**src/source/dso_params.svh**
```systemverilog
`ifndef DSO_PARAMS_SVH
`define DSO_PARAMS_SVH

// frame geometry
`define DSO_HORIZONTAL 64   // samples per frame, 640 also fits
`define DSO_ADDR_W     6    // one bank, 2**DSO_ADDR_W >= DSO_HORIZONTAL

// APB bus
`define DSO_PADDR_W    12
`define DSO_PDATA_W    32

`endif

```
**src/source/dso_cfg_pkg.sv**
```systemverilog
package dso_cfg_pkg;

  // ****************************************
  // register map
  // ****************************************
  typedef enum logic [11:0] {
    CTRL      = 12'h000,  // run, edge, rearm
    LEVEL     = 12'h004,  // trigger level
    SHIFT     = 12'h008,  // {dir, magnitude}
    STATUS    = 12'h00C,  // frame_ready, bank
    WAVE_BASE = 12'h400   // pixel x at WAVE_BASE + 4x
  } reg_offset_e;

  // ****************************************
  // field positions
  // ****************************************
  typedef enum logic [1:0] {
    RUN       = 2'd0,
    EDGE_RISE = 2'd1,
    REARM     = 2'd2      // write-one pulse, reads 0
  } ctrl_bit_e;

  typedef enum logic [1:0] {
    FRAME_READY = 2'd0,
    BANK        = 2'd1    // bank being written
  } status_bit_e;

endpackage

```
**src/source/dso_wave_pkg.sv**
```systemverilog
package dso_wave_pkg;

  // one decimated ADC sample
  typedef logic [7:0] sample_t;

  // value shown for pixels shifted off the frame
  localparam sample_t SAMPLE_OUTRANGE = 8'd255;

  typedef enum logic {
    FALLING = 1'b0,
    RISING  = 1'b1
  } trig_edge_e;

  // capture sequence of one frame
  typedef enum logic [1:0] {
    PRE_FILL  = 2'd0,  // half frame before trigger
    ARMED     = 2'd1,  // waiting for crossing
    POST_FILL = 2'd2,  // half frame after trigger
    DONE      = 2'd3   // frame held until rearm
  } cap_state_e;

endpackage

```
**src/source/dso_apb_regs.sv**
```systemverilog
`timescale 1ns/1ns
`include "dso_params.svh"

module dso_apb_regs (
  input  logic                       ad_clk,
  input  logic                       rstn,
  input  logic                       psel,
  input  logic                       penable,
  input  logic                       pwrite,
  input  logic [`DSO_PADDR_W-1:0]    paddr,
  input  logic [`DSO_PDATA_W-1:0]    pwdata,
  output logic [`DSO_PDATA_W-1:0]    prdata,
  output logic                       pready,
  output logic                       pslverr,
  output logic                       run,
  output dso_wave_pkg::trig_edge_e   trig_edge,
  output dso_wave_pkg::sample_t      trig_level,
  output logic [`DSO_ADDR_W:0]       h_shift,
  output logic                       rearm,
  output logic                       pix_rd,
  output logic [`DSO_ADDR_W-1:0]     pix_idx,
  input  dso_wave_pkg::sample_t      pix_data,
  input  logic                       frame_ready,
  input  logic                       bank
);

  localparam int IDX_W = `DSO_PADDR_W - 2;

  logic                    access;
  logic                    wave_sel;
  logic [`DSO_PADDR_W-1:0] wave_off;
  logic [IDX_W-1:0]        idx_full;
  logic                    wave_rd_ok;
  logic                    reg_hit;
  logic                    wave_wait;
  logic                    wr_ok;

  // ****************************************
  // address decode
  // ****************************************
  assign access     = psel & penable;
  assign wave_sel   = paddr >= dso_cfg_pkg::WAVE_BASE;
  assign wave_off   = paddr - dso_cfg_pkg::WAVE_BASE;
  assign idx_full   = wave_off[`DSO_PADDR_W-1:2];   // word index in window
  assign pix_idx    = idx_full[`DSO_ADDR_W-1:0];
  assign wave_rd_ok = wave_sel && !pwrite && (wave_off[1:0] == 2'b00) &&
                      (idx_full < `DSO_HORIZONTAL);

  // one wait state for pixel reads, none otherwise
  assign pix_rd  = access & wave_rd_ok & ~wave_wait;
  assign pready  = access & (~wave_rd_ok | wave_wait);
  assign pslverr = access & ~wave_rd_ok & ~reg_hit;
  assign wr_ok   = access & pwrite & reg_hit;

  always_ff @(posedge ad_clk or negedge rstn) begin
    if (!rstn) begin
      wave_wait <= 1'b0;
    end else begin
      wave_wait <= pix_rd;   // memory data lands next cycle
    end
  end

  // ****************************************
  // control registers
  // ****************************************
  always_ff @(posedge ad_clk or negedge rstn) begin
    if (!rstn) begin
      run        <= 1'b0;
      trig_edge  <= dso_wave_pkg::RISING;
      trig_level <= 8'h80;   // mid scale
      h_shift    <= '0;
      rearm      <= 1'b0;
    end else begin
      rearm <= 1'b0;
      if (wr_ok) begin
        case (paddr)
          dso_cfg_pkg::CTRL: begin
            run       <= pwdata[dso_cfg_pkg::RUN];
            trig_edge <= dso_wave_pkg::trig_edge_e'(pwdata[dso_cfg_pkg::EDGE_RISE]);
            rearm     <= pwdata[dso_cfg_pkg::REARM];   // single-cycle pulse
          end
          dso_cfg_pkg::LEVEL: trig_level <= pwdata[7:0];
          dso_cfg_pkg::SHIFT: h_shift <= pwdata[`DSO_ADDR_W:0];
          default: ;   // STATUS is read only
        endcase
      end
    end
  end

  // read mux, also flags the mapped registers
  always_comb begin
    prdata  = '0;
    reg_hit = 1'b1;
    case (paddr)
      dso_cfg_pkg::CTRL: begin
        prdata[dso_cfg_pkg::RUN]       = run;
        prdata[dso_cfg_pkg::EDGE_RISE] = trig_edge;
      end
      dso_cfg_pkg::LEVEL: prdata[7:0] = trig_level;
      dso_cfg_pkg::SHIFT: prdata[`DSO_ADDR_W:0] = h_shift;
      dso_cfg_pkg::STATUS: begin
        prdata[dso_cfg_pkg::FRAME_READY] = frame_ready;
        prdata[dso_cfg_pkg::BANK]        = bank;
      end
      default: begin
        reg_hit = 1'b0;
        if (wave_rd_ok) begin
          prdata[7:0] = pix_data;
        end
      end
    endcase
  end

endmodule

```
**src/source/dso_trig_detect.sv**
```systemverilog
`timescale 1ns/1ns

module dso_trig_detect (
  input  logic                     ad_clk,
  input  logic                     rstn,
  input  dso_wave_pkg::sample_t    ad_data,
  input  logic                     deci_valid,
  input  dso_wave_pkg::sample_t    trig_level,
  input  dso_wave_pkg::trig_edge_e trig_edge,
  input  logic                     trig_en,
  output logic                     trig_hit
);

  dso_wave_pkg::sample_t s0;   // newest
  dso_wave_pkg::sample_t s1;   // crossing sample
  dso_wave_pkg::sample_t s2;
  dso_wave_pkg::sample_t s3;   // oldest
  logic                  fresh;
  logic                  rise_x;
  logic                  fall_x;

  // ****************************************
  // sample history
  // ****************************************
  always_ff @(posedge ad_clk or negedge rstn) begin
    if (!rstn) begin
      s0    <= '0;
      s1    <= '0;
      s2    <= '0;
      s3    <= '0;
      fresh <= 1'b0;
    end else begin
      fresh <= deci_valid;   // history moved this edge
      if (deci_valid) begin
        s0 <= ad_data;
        s1 <= s0;
        s2 <= s1;
        s3 <= s2;
      end
    end
  end

  // ****************************************
  // level crossing
  // ****************************************
  // two samples on each side of the level keep noise from retriggering
  assign rise_x = (s3 < trig_level) && (s2 < trig_level) &&
                  (s1 >= trig_level) && (s0 > trig_level);
  assign fall_x = (s3 > trig_level) && (s2 > trig_level) &&
                  (s1 <= trig_level) && (s0 < trig_level);

  // high for the one cycle after s0 arrives
  assign trig_hit = fresh && trig_en &&
                    ((trig_edge == dso_wave_pkg::RISING) ? rise_x : fall_x);

endmodule

```
**src/source/dso_capture_buf.sv**
```systemverilog
`timescale 1ns/1ns
`include "dso_params.svh"

module dso_capture_buf (
  input  logic                    ad_clk,
  input  logic                    rstn,
  input  dso_wave_pkg::sample_t   ad_data,
  input  logic                    deci_valid,
  input  logic                    run,
  input  logic                    trig_hit,
  input  logic                    rearm,
  output logic                    trig_en,
  output logic                    frame_ready,
  output logic                    bank,
  output logic [`DSO_ADDR_W-1:0]  frame_trig,
  input  logic [`DSO_ADDR_W-1:0]  rd_addr,
  output dso_wave_pkg::sample_t   rd_data
);

  localparam int H  = `DSO_HORIZONTAL;
  localparam int AW = `DSO_ADDR_W;

  dso_wave_pkg::cap_state_e state;
  dso_wave_pkg::sample_t    mem [2**(AW+1)];   // bank bit on top
  logic [AW-1:0]            wr_addr;
  logic [AW-1:0]            fill_cnt;
  logic [AW-1:0]            trig_pos;
  logic [AW-1:0]            stop_addr;
  logic                     wr_en;

  // a + d modulo frame length, d below H
  function automatic logic [AW-1:0] wrap_add(input logic [AW-1:0] a, input int unsigned d);
    int unsigned s;
    s = a + d;
    if (s >= H) begin
      s = s - H;
    end
    return AW'(s);
  endfunction

  assign wr_en       = deci_valid && run && (state != dso_wave_pkg::DONE);
  assign trig_en     = run && (state == dso_wave_pkg::ARMED);
  assign frame_ready = (state == dso_wave_pkg::DONE);

  // ****************************************
  // capture sequence
  // ****************************************
  always_ff @(posedge ad_clk or negedge rstn) begin
    if (!rstn) begin
      state      <= dso_wave_pkg::PRE_FILL;
      wr_addr    <= '0;
      fill_cnt   <= '0;
      bank       <= 1'b0;
      frame_trig <= '0;
    end else begin
      if (wr_en) begin
        wr_addr <= wrap_add(wr_addr, 1);   // circular within one bank
      end
      case (state)
        dso_wave_pkg::PRE_FILL: begin
          if (wr_en) begin
            if (fill_cnt == AW'(H / 2 - 1)) begin
              state    <= dso_wave_pkg::ARMED;
              fill_cnt <= '0;
            end else begin
              fill_cnt <= fill_cnt + 1'b1;
            end
          end
        end
        dso_wave_pkg::ARMED: begin
          if (trig_hit) begin
            state <= dso_wave_pkg::POST_FILL;
          end
        end
        dso_wave_pkg::POST_FILL: begin
          if (wr_en && (wr_addr == stop_addr)) begin
            state <= dso_wave_pkg::DONE;   // last sample of the window
          end
        end
        default: begin
          if (rearm) begin
            state      <= dso_wave_pkg::PRE_FILL;
            bank       <= ~bank;      // finished frame goes to the reader
            frame_trig <= trig_pos;
          end
        end
      endcase
    end
  end

  // s1 was written two addresses back when the hit shows up
  always_ff @(posedge ad_clk) begin
    if (trig_hit) begin
      trig_pos  <= wrap_add(wr_addr, H - 2);
      stop_addr <= wrap_add(wr_addr, H / 2 - 3);   // trig_pos + H/2 - 1
    end
  end

  // ****************************************
  // ping-pong memory
  // ****************************************
  always_ff @(posedge ad_clk) begin
    if (wr_en) begin
      mem[{bank, wr_addr}] <= ad_data;
    end
  end

  always_ff @(posedge ad_clk) begin
    rd_data <= mem[{~bank, rd_addr}];   // reader always sees the idle bank
  end

endmodule

```
**src/source/dso_wave_reader.sv**
```systemverilog
`timescale 1ns/1ns
`include "dso_params.svh"

module dso_wave_reader (
  input  logic                    ad_clk,
  input  logic                    rstn,
  input  logic                    pix_rd,
  input  logic [`DSO_ADDR_W-1:0]  pix_idx,
  input  logic [`DSO_ADDR_W:0]    h_shift,
  input  logic [`DSO_ADDR_W-1:0]  frame_trig,
  output logic [`DSO_ADDR_W-1:0]  rd_addr,
  input  dso_wave_pkg::sample_t   rd_data,
  output dso_wave_pkg::sample_t   pix_data
);

  localparam int H  = `DSO_HORIZONTAL;
  localparam int AW = `DSO_ADDR_W;

  logic          shift_right;
  logic [AW-1:0] shift_mag;
  logic [AW:0]   off;
  logic [AW+1:0] pos;
  logic [AW+1:0] pos_wrap;
  logic          out_range;
  logic          out_range_q;

  assign shift_right = h_shift[AW];   // 1 moves the trace right
  assign shift_mag   = h_shift[AW-1:0];

  // ****************************************
  // read address
  // ****************************************
  // pixel 0 sits H/2 before the trigger, and -H/2 equals +H/2 mod H
  assign off = shift_right ? ({1'b0, pix_idx} - shift_mag) : ({1'b0, pix_idx} + shift_mag);
  assign pos = (AW+2)'(frame_trig) + (AW+2)'(H / 2) + (AW+2)'(off);

  // in-range pixels stay below 3H, so two folds are enough
  always_comb begin
    if (pos >= (AW+2)'(2 * H)) begin
      pos_wrap = pos - (AW+2)'(2 * H);
    end else if (pos >= (AW+2)'(H)) begin
      pos_wrap = pos - (AW+2)'(H);
    end else begin
      pos_wrap = pos;
    end
  end

  assign rd_addr = pos_wrap[AW-1:0];

  // ****************************************
  // range check
  // ****************************************
  assign out_range = shift_right ? (pix_idx < shift_mag) : (pix_idx + shift_mag > H - 1);

  always_ff @(posedge ad_clk or negedge rstn) begin
    if (!rstn) begin
      out_range_q <= 1'b0;
    end else if (pix_rd) begin
      out_range_q <= out_range;   // lines up with registered rd_data
    end
  end

  assign pix_data = out_range_q ? dso_wave_pkg::SAMPLE_OUTRANGE : rd_data;

endmodule

```
**src/source/dso_store_top.sv**
```systemverilog
`timescale 1ns/1ns
`include "dso_params.svh"

module dso_store_top (
  input  logic                     ad_clk,
  input  logic                     rstn,
  input  logic                     psel,
  input  logic                     penable,
  input  logic                     pwrite,
  input  logic [`DSO_PADDR_W-1:0]  paddr,
  input  logic [`DSO_PDATA_W-1:0]  pwdata,
  output logic [`DSO_PDATA_W-1:0]  prdata,
  output logic                     pready,
  output logic                     pslverr,
  input  dso_wave_pkg::sample_t    ad_data,
  input  logic                     deci_valid
);

  // ****************************************
  // control from registers
  // ****************************************
  logic                     run;
  dso_wave_pkg::trig_edge_e trig_edge;
  dso_wave_pkg::sample_t    trig_level;
  logic [`DSO_ADDR_W:0]     h_shift;
  logic                     rearm;

  // ****************************************
  // sample path and pixel reads
  // ****************************************
  logic                     trig_en;
  logic                     trig_hit;
  logic                     frame_ready;
  logic                     bank;
  logic [`DSO_ADDR_W-1:0]   frame_trig;
  logic                     pix_rd;
  logic [`DSO_ADDR_W-1:0]   pix_idx;
  dso_wave_pkg::sample_t    pix_data;
  logic [`DSO_ADDR_W-1:0]   rd_addr;
  dso_wave_pkg::sample_t    rd_data;

  dso_apb_regs i_apb_regs (
    .ad_clk      (ad_clk),
    .rstn        (rstn),
    .psel        (psel),
    .penable     (penable),
    .pwrite      (pwrite),
    .paddr       (paddr),
    .pwdata      (pwdata),
    .prdata      (prdata),
    .pready      (pready),
    .pslverr     (pslverr),
    .run         (run),
    .trig_edge   (trig_edge),
    .trig_level  (trig_level),
    .h_shift     (h_shift),
    .rearm       (rearm),
    .pix_rd      (pix_rd),
    .pix_idx     (pix_idx),
    .pix_data    (pix_data),
    .frame_ready (frame_ready),
    .bank        (bank)
  );

  dso_trig_detect i_trig_detect (
    .ad_clk     (ad_clk),
    .rstn       (rstn),
    .ad_data    (ad_data),
    .deci_valid (deci_valid),
    .trig_level (trig_level),
    .trig_edge  (trig_edge),
    .trig_en    (trig_en),
    .trig_hit   (trig_hit)
  );

  dso_capture_buf i_capture_buf (
    .ad_clk      (ad_clk),
    .rstn        (rstn),
    .ad_data     (ad_data),
    .deci_valid  (deci_valid),
    .run         (run),
    .trig_hit    (trig_hit),
    .rearm       (rearm),
    .trig_en     (trig_en),
    .frame_ready (frame_ready),
    .bank        (bank),
    .frame_trig  (frame_trig),
    .rd_addr     (rd_addr),
    .rd_data     (rd_data)
  );

  dso_wave_reader i_wave_reader (
    .ad_clk     (ad_clk),
    .rstn       (rstn),
    .pix_rd     (pix_rd),
    .pix_idx    (pix_idx),
    .h_shift    (h_shift),
    .frame_trig (frame_trig),
    .rd_addr    (rd_addr),
    .rd_data    (rd_data),
    .pix_data   (pix_data)
  );

endmodule

```
**config.mk**
```make
export PLATFORM = sky130hd
export DESIGN_NAME = dso_store_top
export DESIGN_NICKNAME = d
export VERILOG_FILES = /design/src/source/dso_cfg_pkg.sv /design/src/source/dso_wave_pkg.sv /design/src/source/dso_apb_regs.sv /design/src/source/dso_trig_detect.sv /design/src/source/dso_capture_buf.sv /design/src/source/dso_wave_reader.sv /design/src/source/dso_store_top.sv
export VERILOG_INCLUDE_DIRS = /design/src /design/src/source
export SDC_FILE = /design/constraint.sdc
export NUM_CORES = 1
export LEC_CHECK = 0
export BUFFER_PORTS_ARGS = -buffer_cell sky130_fd_sc_hd__buf_2
export CAP_MARGIN = 30
export CORE_MARGIN = 8
export CORE_UTILIZATION = 50
export CTS_CLUSTER_SIZE = 8
export DETAILED_ROUTE_END_ITERATION = 7
export GPL_TIMING_DRIVEN = 0
export PLACE_DENSITY_LB_ADDON = 0.05
export SLEW_MARGIN = 20
export SYNTH_ARGS = -nofsm -noshare
export SYNTH_HDL_FRONTEND = slang
export SYNTH_HIERARCHICAL = 1
export SYNTH_SLANG_ARGS = --single-unit
export TNS_END_PERCENT = 30
```
**constraint.sdc**
```tcl
create_clock -name ad_clk -period 10.32 [get_ports ad_clk]
set_input_delay 0 -clock ad_clk [delete_from_list [all_inputs] [get_ports ad_clk]]
set_output_delay 0 -clock ad_clk [all_outputs]
set_load 0.01 [all_outputs]
```
# == After elaboration in Yosys (flattened, before gate mapping) ==
# Memories as Yosys holds them, arrays and structs flattened. A register that Yosys moved wholly into a read port is not among the register bits.
# Cells that the tools add are included.
# totals
in_bits,58
ramBits,1024
memories,1
register_bits,86
word_cells,134
output_inout_bits,34
# classes
add_sub_neg,15
muxes,25
eq_ne,13
n_bitwise,14
n_reduce_logical,30
magnitude_cmp,17
# mem_list
memory,words,word_bits,rd,rd_clocked_by_memory_dff,wr,line_no,rtl
i_capture_buf.mem,128,8,1,1,1,dso_capture_buf.sv:24,dso_wave_pkg::sample_t mem [2**(AW+1)];
# ops
operator,count
2-to-1 mux 6 bit,6
> comparator 32 x 6 -> 1 bit (second input constant),1
subtractor 6 x 1 -> 6 bit (second input constant),5
equality test 12 x 4 -> 1 bit (second input constant),2
> comparator 8 bit,3
< comparator 8 bit,3
>= comparator 7 bit (second input constant),3
2-to-1 mux 8 bit,2
logical AND 1 bit,15
one-hot mux 5 bit (3 select lines),1
adder 6 x 6 -> 7 bit,2
adder 6 x 6 -> 7 bit (second input constant),2
equality test 12 x 3 -> 1 bit (second input constant),1
>= comparator 12 x 11 -> 1 bit (second input constant),1
zero test 12 bit,1
subtractor 12 x 11 -> 12 bit (second input constant),1
< comparator 10 x 7 -> 1 bit (second input constant),1
2-to-1 mux 2 bit,5
AND reduction 2 bit,5
adder 7 x 7 -> 8 bit,1
bitwise AND 1 bit,8
>= comparator 8 x 7 -> 1 bit (second input constant),1
>= comparator 8 bit,1
>= comparator 8 bit (second input constant),1
other kinds (26),42

# == Longest topological paths before layout ==
# logic_depth
word_depth,8
mapped_depth,16
ltp_nobuf,13

# == Hierarchy ==
# Netlist, hierarchy kept.
# modules_own_cells
mod,seq_area_each_um2,cells_per_inst,area_each_um2,instances
dso_capture_buf,31795.5,1750,41162.0,1
dso_trig_detect,825.8,171,1966.9,1
dso_apb_regs,478.0,113,1249.9,1
dso_wave_reader,25.0,93,764.5,1

# == Worst setup path after synthesis ==
# OpenSTA, ideal clock, no wires.
# synth_timing
kind,register -> register
from,reg i_apb_regs.h_shift[0]
to,"reg i_capture_buf.rd_data[0], read port of i_capture_buf.mem"
path_stages_with_launch,14
slack_ns,5.751
path_buffers,2
period_less_slack_ns,4.569
t_arrival_ns,4.448
required_time_ns,10.199
setup_time_ns,0.121
cell_sequence,dfrtp_1 ha_1 fa_1 nor2_1 a21oi_1 ha_1 ha_1 fa_1 clkbuf_1 buf_1 mux4_2 mux4_2 mux4_2 mux2_2
# synth_between
elab_chain_len,6
word_cells_on_any_way,10
classes_between,5 x add/sub; 2 x order compare; 3 x mux
# synth_rtl
item,line_no,rtl
from (decl),dso_apb_regs.sv:18,"output logic [`DSO_ADDR_W:0] h_shift,"
from (signal assigned),dso_apb_regs.sv:83,dso_cfg_pkg::SHIFT: h_shift <= pwdata[`DSO_ADDR_W:0];
adder 6 x 6 -> 7 bit or subtractor 6 x 6 -> 7 bit (tied branches),dso_wave_reader.sv:34,"assign off = shift_right ? ({1'b0, pix_idx} - shift_mag) : ({1'b0, pix_idx} + shift_mag);"
2-to-1 mux 7 bit (*),dso_wave_reader.sv:34,
adder 7 x 7 -> 8 bit (*),dso_wave_reader.sv:35,assign pos = (AW+2)'(frame_trig) + (AW+2)'(H / 2) + (AW+2)'(off);
>= comparator 8 x 7 -> 1 bit or subtractor 6 x 1 -> 6 bit (tied branches),"dso_wave_reader.sv:41, dso_wave_reader.sv:40, dso_wave_reader.sv:42",
2-to-1 mux 6 bit,dso_wave_reader.sv:41,end else if (pos >= (AW+2)'(H)) begin
2-to-1 mux 6 bit (*),dso_wave_reader.sv:39,if (pos >= (AW+2)'(2 * H)) begin
named net rd_addr[2],dso_store_top.sv:39,logic [`DSO_ADDR_W-1:0] rd_addr;
to (decl),dso_capture_buf.sv:17,output dso_wave_pkg::sample_t rd_data
# The timed path passes the listed nets; every way through them passes the cells marked *.
# A chain may end at the register's enable or synchronous reset.

# == Final worst setup path ==
# layout_timing
from,reg i_apb_regs.h_shift[0]
to,"reg i_capture_buf.rd_data[6], read port of i_capture_buf.mem"
# The elaborated chain is that of the path after synthesis.

==> impl_metrics.json <==
{
  "die_y_um": 316,
  "drive_gt1_frac": 0.299,
  "wl_per_cell_um": 30.7,
  "clockBufferDepth": 3,
  "min_path_type": "input pin to flop",
  "dieArea_mm2": 0.100,
  "core-area_mm2": 0.0897,
  "ys_ff_latch": 1118,
  "num_vias": 22012,
  "firstDrtPassIters": 5,
  "fmax_ghz": 0.167,
  "die_w_um": 316,
  "synth_edf_count": 1036,
  "drc": 0,
  "critical_path_class": "flop to flop",
  "critPathLaunchType": "flop",
  "total_power_mw": 10.1,
  "clock_skew_ns": 0.0513,
  "yosys_warnings": 6,
  "hold_viol_final": 0,
  "fin_cells": 3621,
  "clk_pin_slew_ns": 0.05,
  "vias_per_cell": 6.08,
  "synthesis.instances": 2127,
  "power_density_mw_per_mm2": 194,
  "rsz0062_at_grt": "false",
  "cts_tree": "done",
  "p_leak_nw": 17.0,
  "synthXorXnorAreaFrac": 0.00582,
  "totalWireLength_um": 111000,
  "pin_count": 92,
  "crit_chain": "ha_1 > fa_1 > nor2_1 > a21oi_1 > ha_1 > ha_1 > fa_1 > clkbuf_1 > clkbuf_1 > mux4_2 > mux4_2 > mux4_2 > mux2_2",
  "setup_violations": 0,
  "antenna_cells": 0,
  "end_kind": "flop",
  "antenna_found_initial": 5,
  "cp_top_family": "adder cells",
  "timing.final.crit_share": 0.581,
  "first_iter_violations": 2331,
  "synth_fa_ha_area_frac": 0.0193,
  "ir_drop_mv": 0.153,
  "row_count": 110,
  "arrival_ns": 6.57,
  "slew-limit-headroom": 0.289,
  "fin_util": 0.580,
  "track_usage": 0.226,
  "synthMuxAreaShare": 0.185,
  "cap_violations": 0,
  "gp_congestion": 0.836,
  "synth_compound_area_frac": 0.0109,
  "cts_buffers": 157,
  "htree_levels": 4,
  "cts_resized": 0,
  "drv_slew": 0,
  "final_antenna_net_count": 0,
  "cts_root_buffer": "clkbuf_16",
  "synth_seq_area_share": 0.734,
  "worst_slew_pin_slew_ns": 1.06,
  "initial_core_util": 0.503,
  "dpl.cell_count": 3381,
  "cts_sinks": 1118,
  "yosys.area_share.simple": 0.0272,
  "status": "completed",
  "syn_area_mm2": 0.0451,
  "fin_tns_setup_ns": 0,
  "grt_pass1_wl_um": 161000,
  "synth-main-ff-cell": "edfxtp_1",
  "fin_crit_ns": 6.00,
  "syn_area_per_cell_um2": 21.2,
  "grt_pass1_vias": 22720,
  "cts_setup_buffers": 0,
  "grt_overflow": 0,
  "grt_start_max_net_pins": 105,
  "cpPeakStageDelay_ns": 0.79,
  "cp_slowest_cell": "clkbuf_1",
  "ys_types": 62,
  "synth_top_family_by_area": "multiplexers",
  "cp.required_ns": 10.89,
  "area_growth_syn_to_layout_pct": 15.3,
  "worst-path-max-fanout": 10,
  "async_reset_ff_frac": 0.0662,
  "io_buffers": 41,
  "critPathBufInv": 2,
  "clock_latency_ns": 0.76,
  "finish.net_count": 2535,
  "dp_hpwl_um": 73000
}
==> layer usage <==
metal,track usage,vias up,routed length [um]
met1,0.321,11799,47400
li1,-,9249,-
met4,0.0686,0,2810
met2,0.356,804,53300
met3,0.0457,160,7760
met5,0,-,0
==> per-stage QoR <==
stage | hold WS [ns] | setup slack (ns) | instance area (um2)
after detailed placement | -0.0742 | 4.27 | 47300
final | 0.0531 | 4.32 | 52000
after CTS | 0.0106 | 4.21 | 52000
after floorplan | -0.296 | 5.75 | 45200
after global placement | 0.172 | 4.09 | 46900
after global routing | 0.0336 | 4.09 | 52000
==> power breakdown <==
part           internal [mW]  switching (mW)
combinational          0.237           0.314
sequential              4.99          0.0182
clock                   2.73            1.83
total                   7.96            2.16
==> cells in the final DEF (no fill, tap or decap), types with 9 or more instances in the layout <==
cell type / synthesis / layout
dlygate4sd3_1: 0 / 40
buf_2: 21 / 54
buf_4: 41 / 42
nand3_1: 17 / 16
nor2_1: 147 / 147
inv_1: 36 / 36
nand4_1: 11 / 11
buf_6: 1 / 15
or2_2: 9 / 9
clkbuf_16: 0 / 157
nor2b_1: 9 / 9
clkbuf_1: 42 / 55
buf_16: 0 / 10
dfrtp_1: 72 / 72
edfxtp_1: 1036 / 1036
xnor2_1: 18 / 18
mux4_2: 338 / 338
a21oi_1: 22 / 22
buf_1: 23 / 23
ha_1: 65 / 65
conb_1: 1 / 24
xor2_1: 12 / 12
nand2_1: 34 / 34
o21ai_0: 18 / 18
clkbuf_2: 2 / 11
mux2_2: 62 / 62
==> timing repair <==
item,CTS,global route
endpoints found under the hold margin,1020,0
setup endpoints to repair,0,0
hold buffers,41,0
==> worst min-delay path: stages <==
cell	delay, ns
dlygate4sd3_1	0.52
buf_2	0.11
mux2_2	0.13
==> area by class of cell <==
class,count,area [um2]
fillers,6556,37700
flip-flops and latches,1118,33100
multi-input cells,864,11300
clock buffers,180,4030
well taps,1176,1470
repair buffers,100,1040
plain buffers,131,699
clock inverters,15,267
inverters,37,139
==> synthesized netlist by cell type, types with 3 or more instances <==
master    instances  area [um2]
a21oi_1          22         110
buf_4            41         308
o21ai_0          18        90.1
buf_1            23        86.3
nor2b_1           9        56.3
mux4_2          338        7610
fa_1              3        60.1
o21bai_1          4        30.0
mux2_2           62         698
nand2b_1          3        18.8
a22oi_1           5        37.5
clkbuf_1         42         158
or2_2             9        56.3
buf_2            21         105
nor3_1            7        35.0
nand4_1          11        68.8
nor4_1            6        37.5
edfxtp_1       1036       31100
xor2_1           12         105
a21o_1            5        37.5
dfrtp_1          72        1800
a22o_1            3        26.3
a211oi_1          4        30.0
nand3_1          17        85.1
inv_1            36         135
ha_1             65         813
nor2_1          147         552
nand2_1          34         128
dfxtp_1           8         160
xnor2_1          18         158
==> registers in the layout, indices dropped and copies added (netlist names), 2 cells and up <==
| register | cells |
|---|---|
| i_apb_regs/h_shift | 7 |
| i_capture_buf/state | 2 |
| i_trig_detect/s1 | 8 |
| i_trig_detect/s0 | 8 |
| i_apb_regs/trig_level | 8 |
| i_capture_buf/frame_trig | 6 |
| i_capture_buf/wr_addr | 6 |
| i_trig_detect/s2 | 8 |
| i_trig_detect/s3 | 8 |
| i_capture_buf/trig_pos | 6 |
| i_capture_buf/rd_data | 8 |
| i_capture_buf/mem | 1024 |
| i_capture_buf/fill_cnt | 6 |
| i_capture_buf/stop_addr | 6 |
==> final timing paths <==
| path | depth (start not counted) | endpoint | slack (ns) | startpoint |
|---|---|---|---|---|
| setup / recovery | 13 | i_capture_buf/rd_data[6]$_DFF_P_ | 4.32 | i_apb_regs/h_shift[0]$_DFFE_PN0P_ |
| hold / removal | 3 | i_apb_regs/h_shift[4]$_DFFE_PN0P_ | 0.05 | pwdata[4] |
| setup reg to reg | 13 | i_capture_buf/rd_data[6]$_DFF_P_ | 4.32 | i_apb_regs/h_shift[0]$_DFFE_PN0P_ |
| hold reg to reg | 1 | i_capture_buf/frame_trig[5]$_DFFE_PN0P_ | 0.47 | i_capture_buf/trig_pos[5]$_DFFE_PP_ |
| max in group asynchronous | 4 | i_trig_detect/s2[5]$_DFFE_PN0P_ | 9.54 | rstn |
| min in group asynchronous | 4 | i_trig_detect/s2[3]$_DFFE_PN0P_ | 0.33 | rstn |
==> cell families (layout without fill, tap and decap cells) <==
kind of cell	count (synthesis)	after routing
XOR/XNOR	30	30
AND/OR/NAND/NOR	263	263
adder cells (fa/ha/maj)	68	68
multiplexers	402	402
flip-flops	1118	1118
buffers and inverters	168	463
AO/OA/AOI/OAI	77	77
other	1	24
Power figures use the tool's default switching activity.
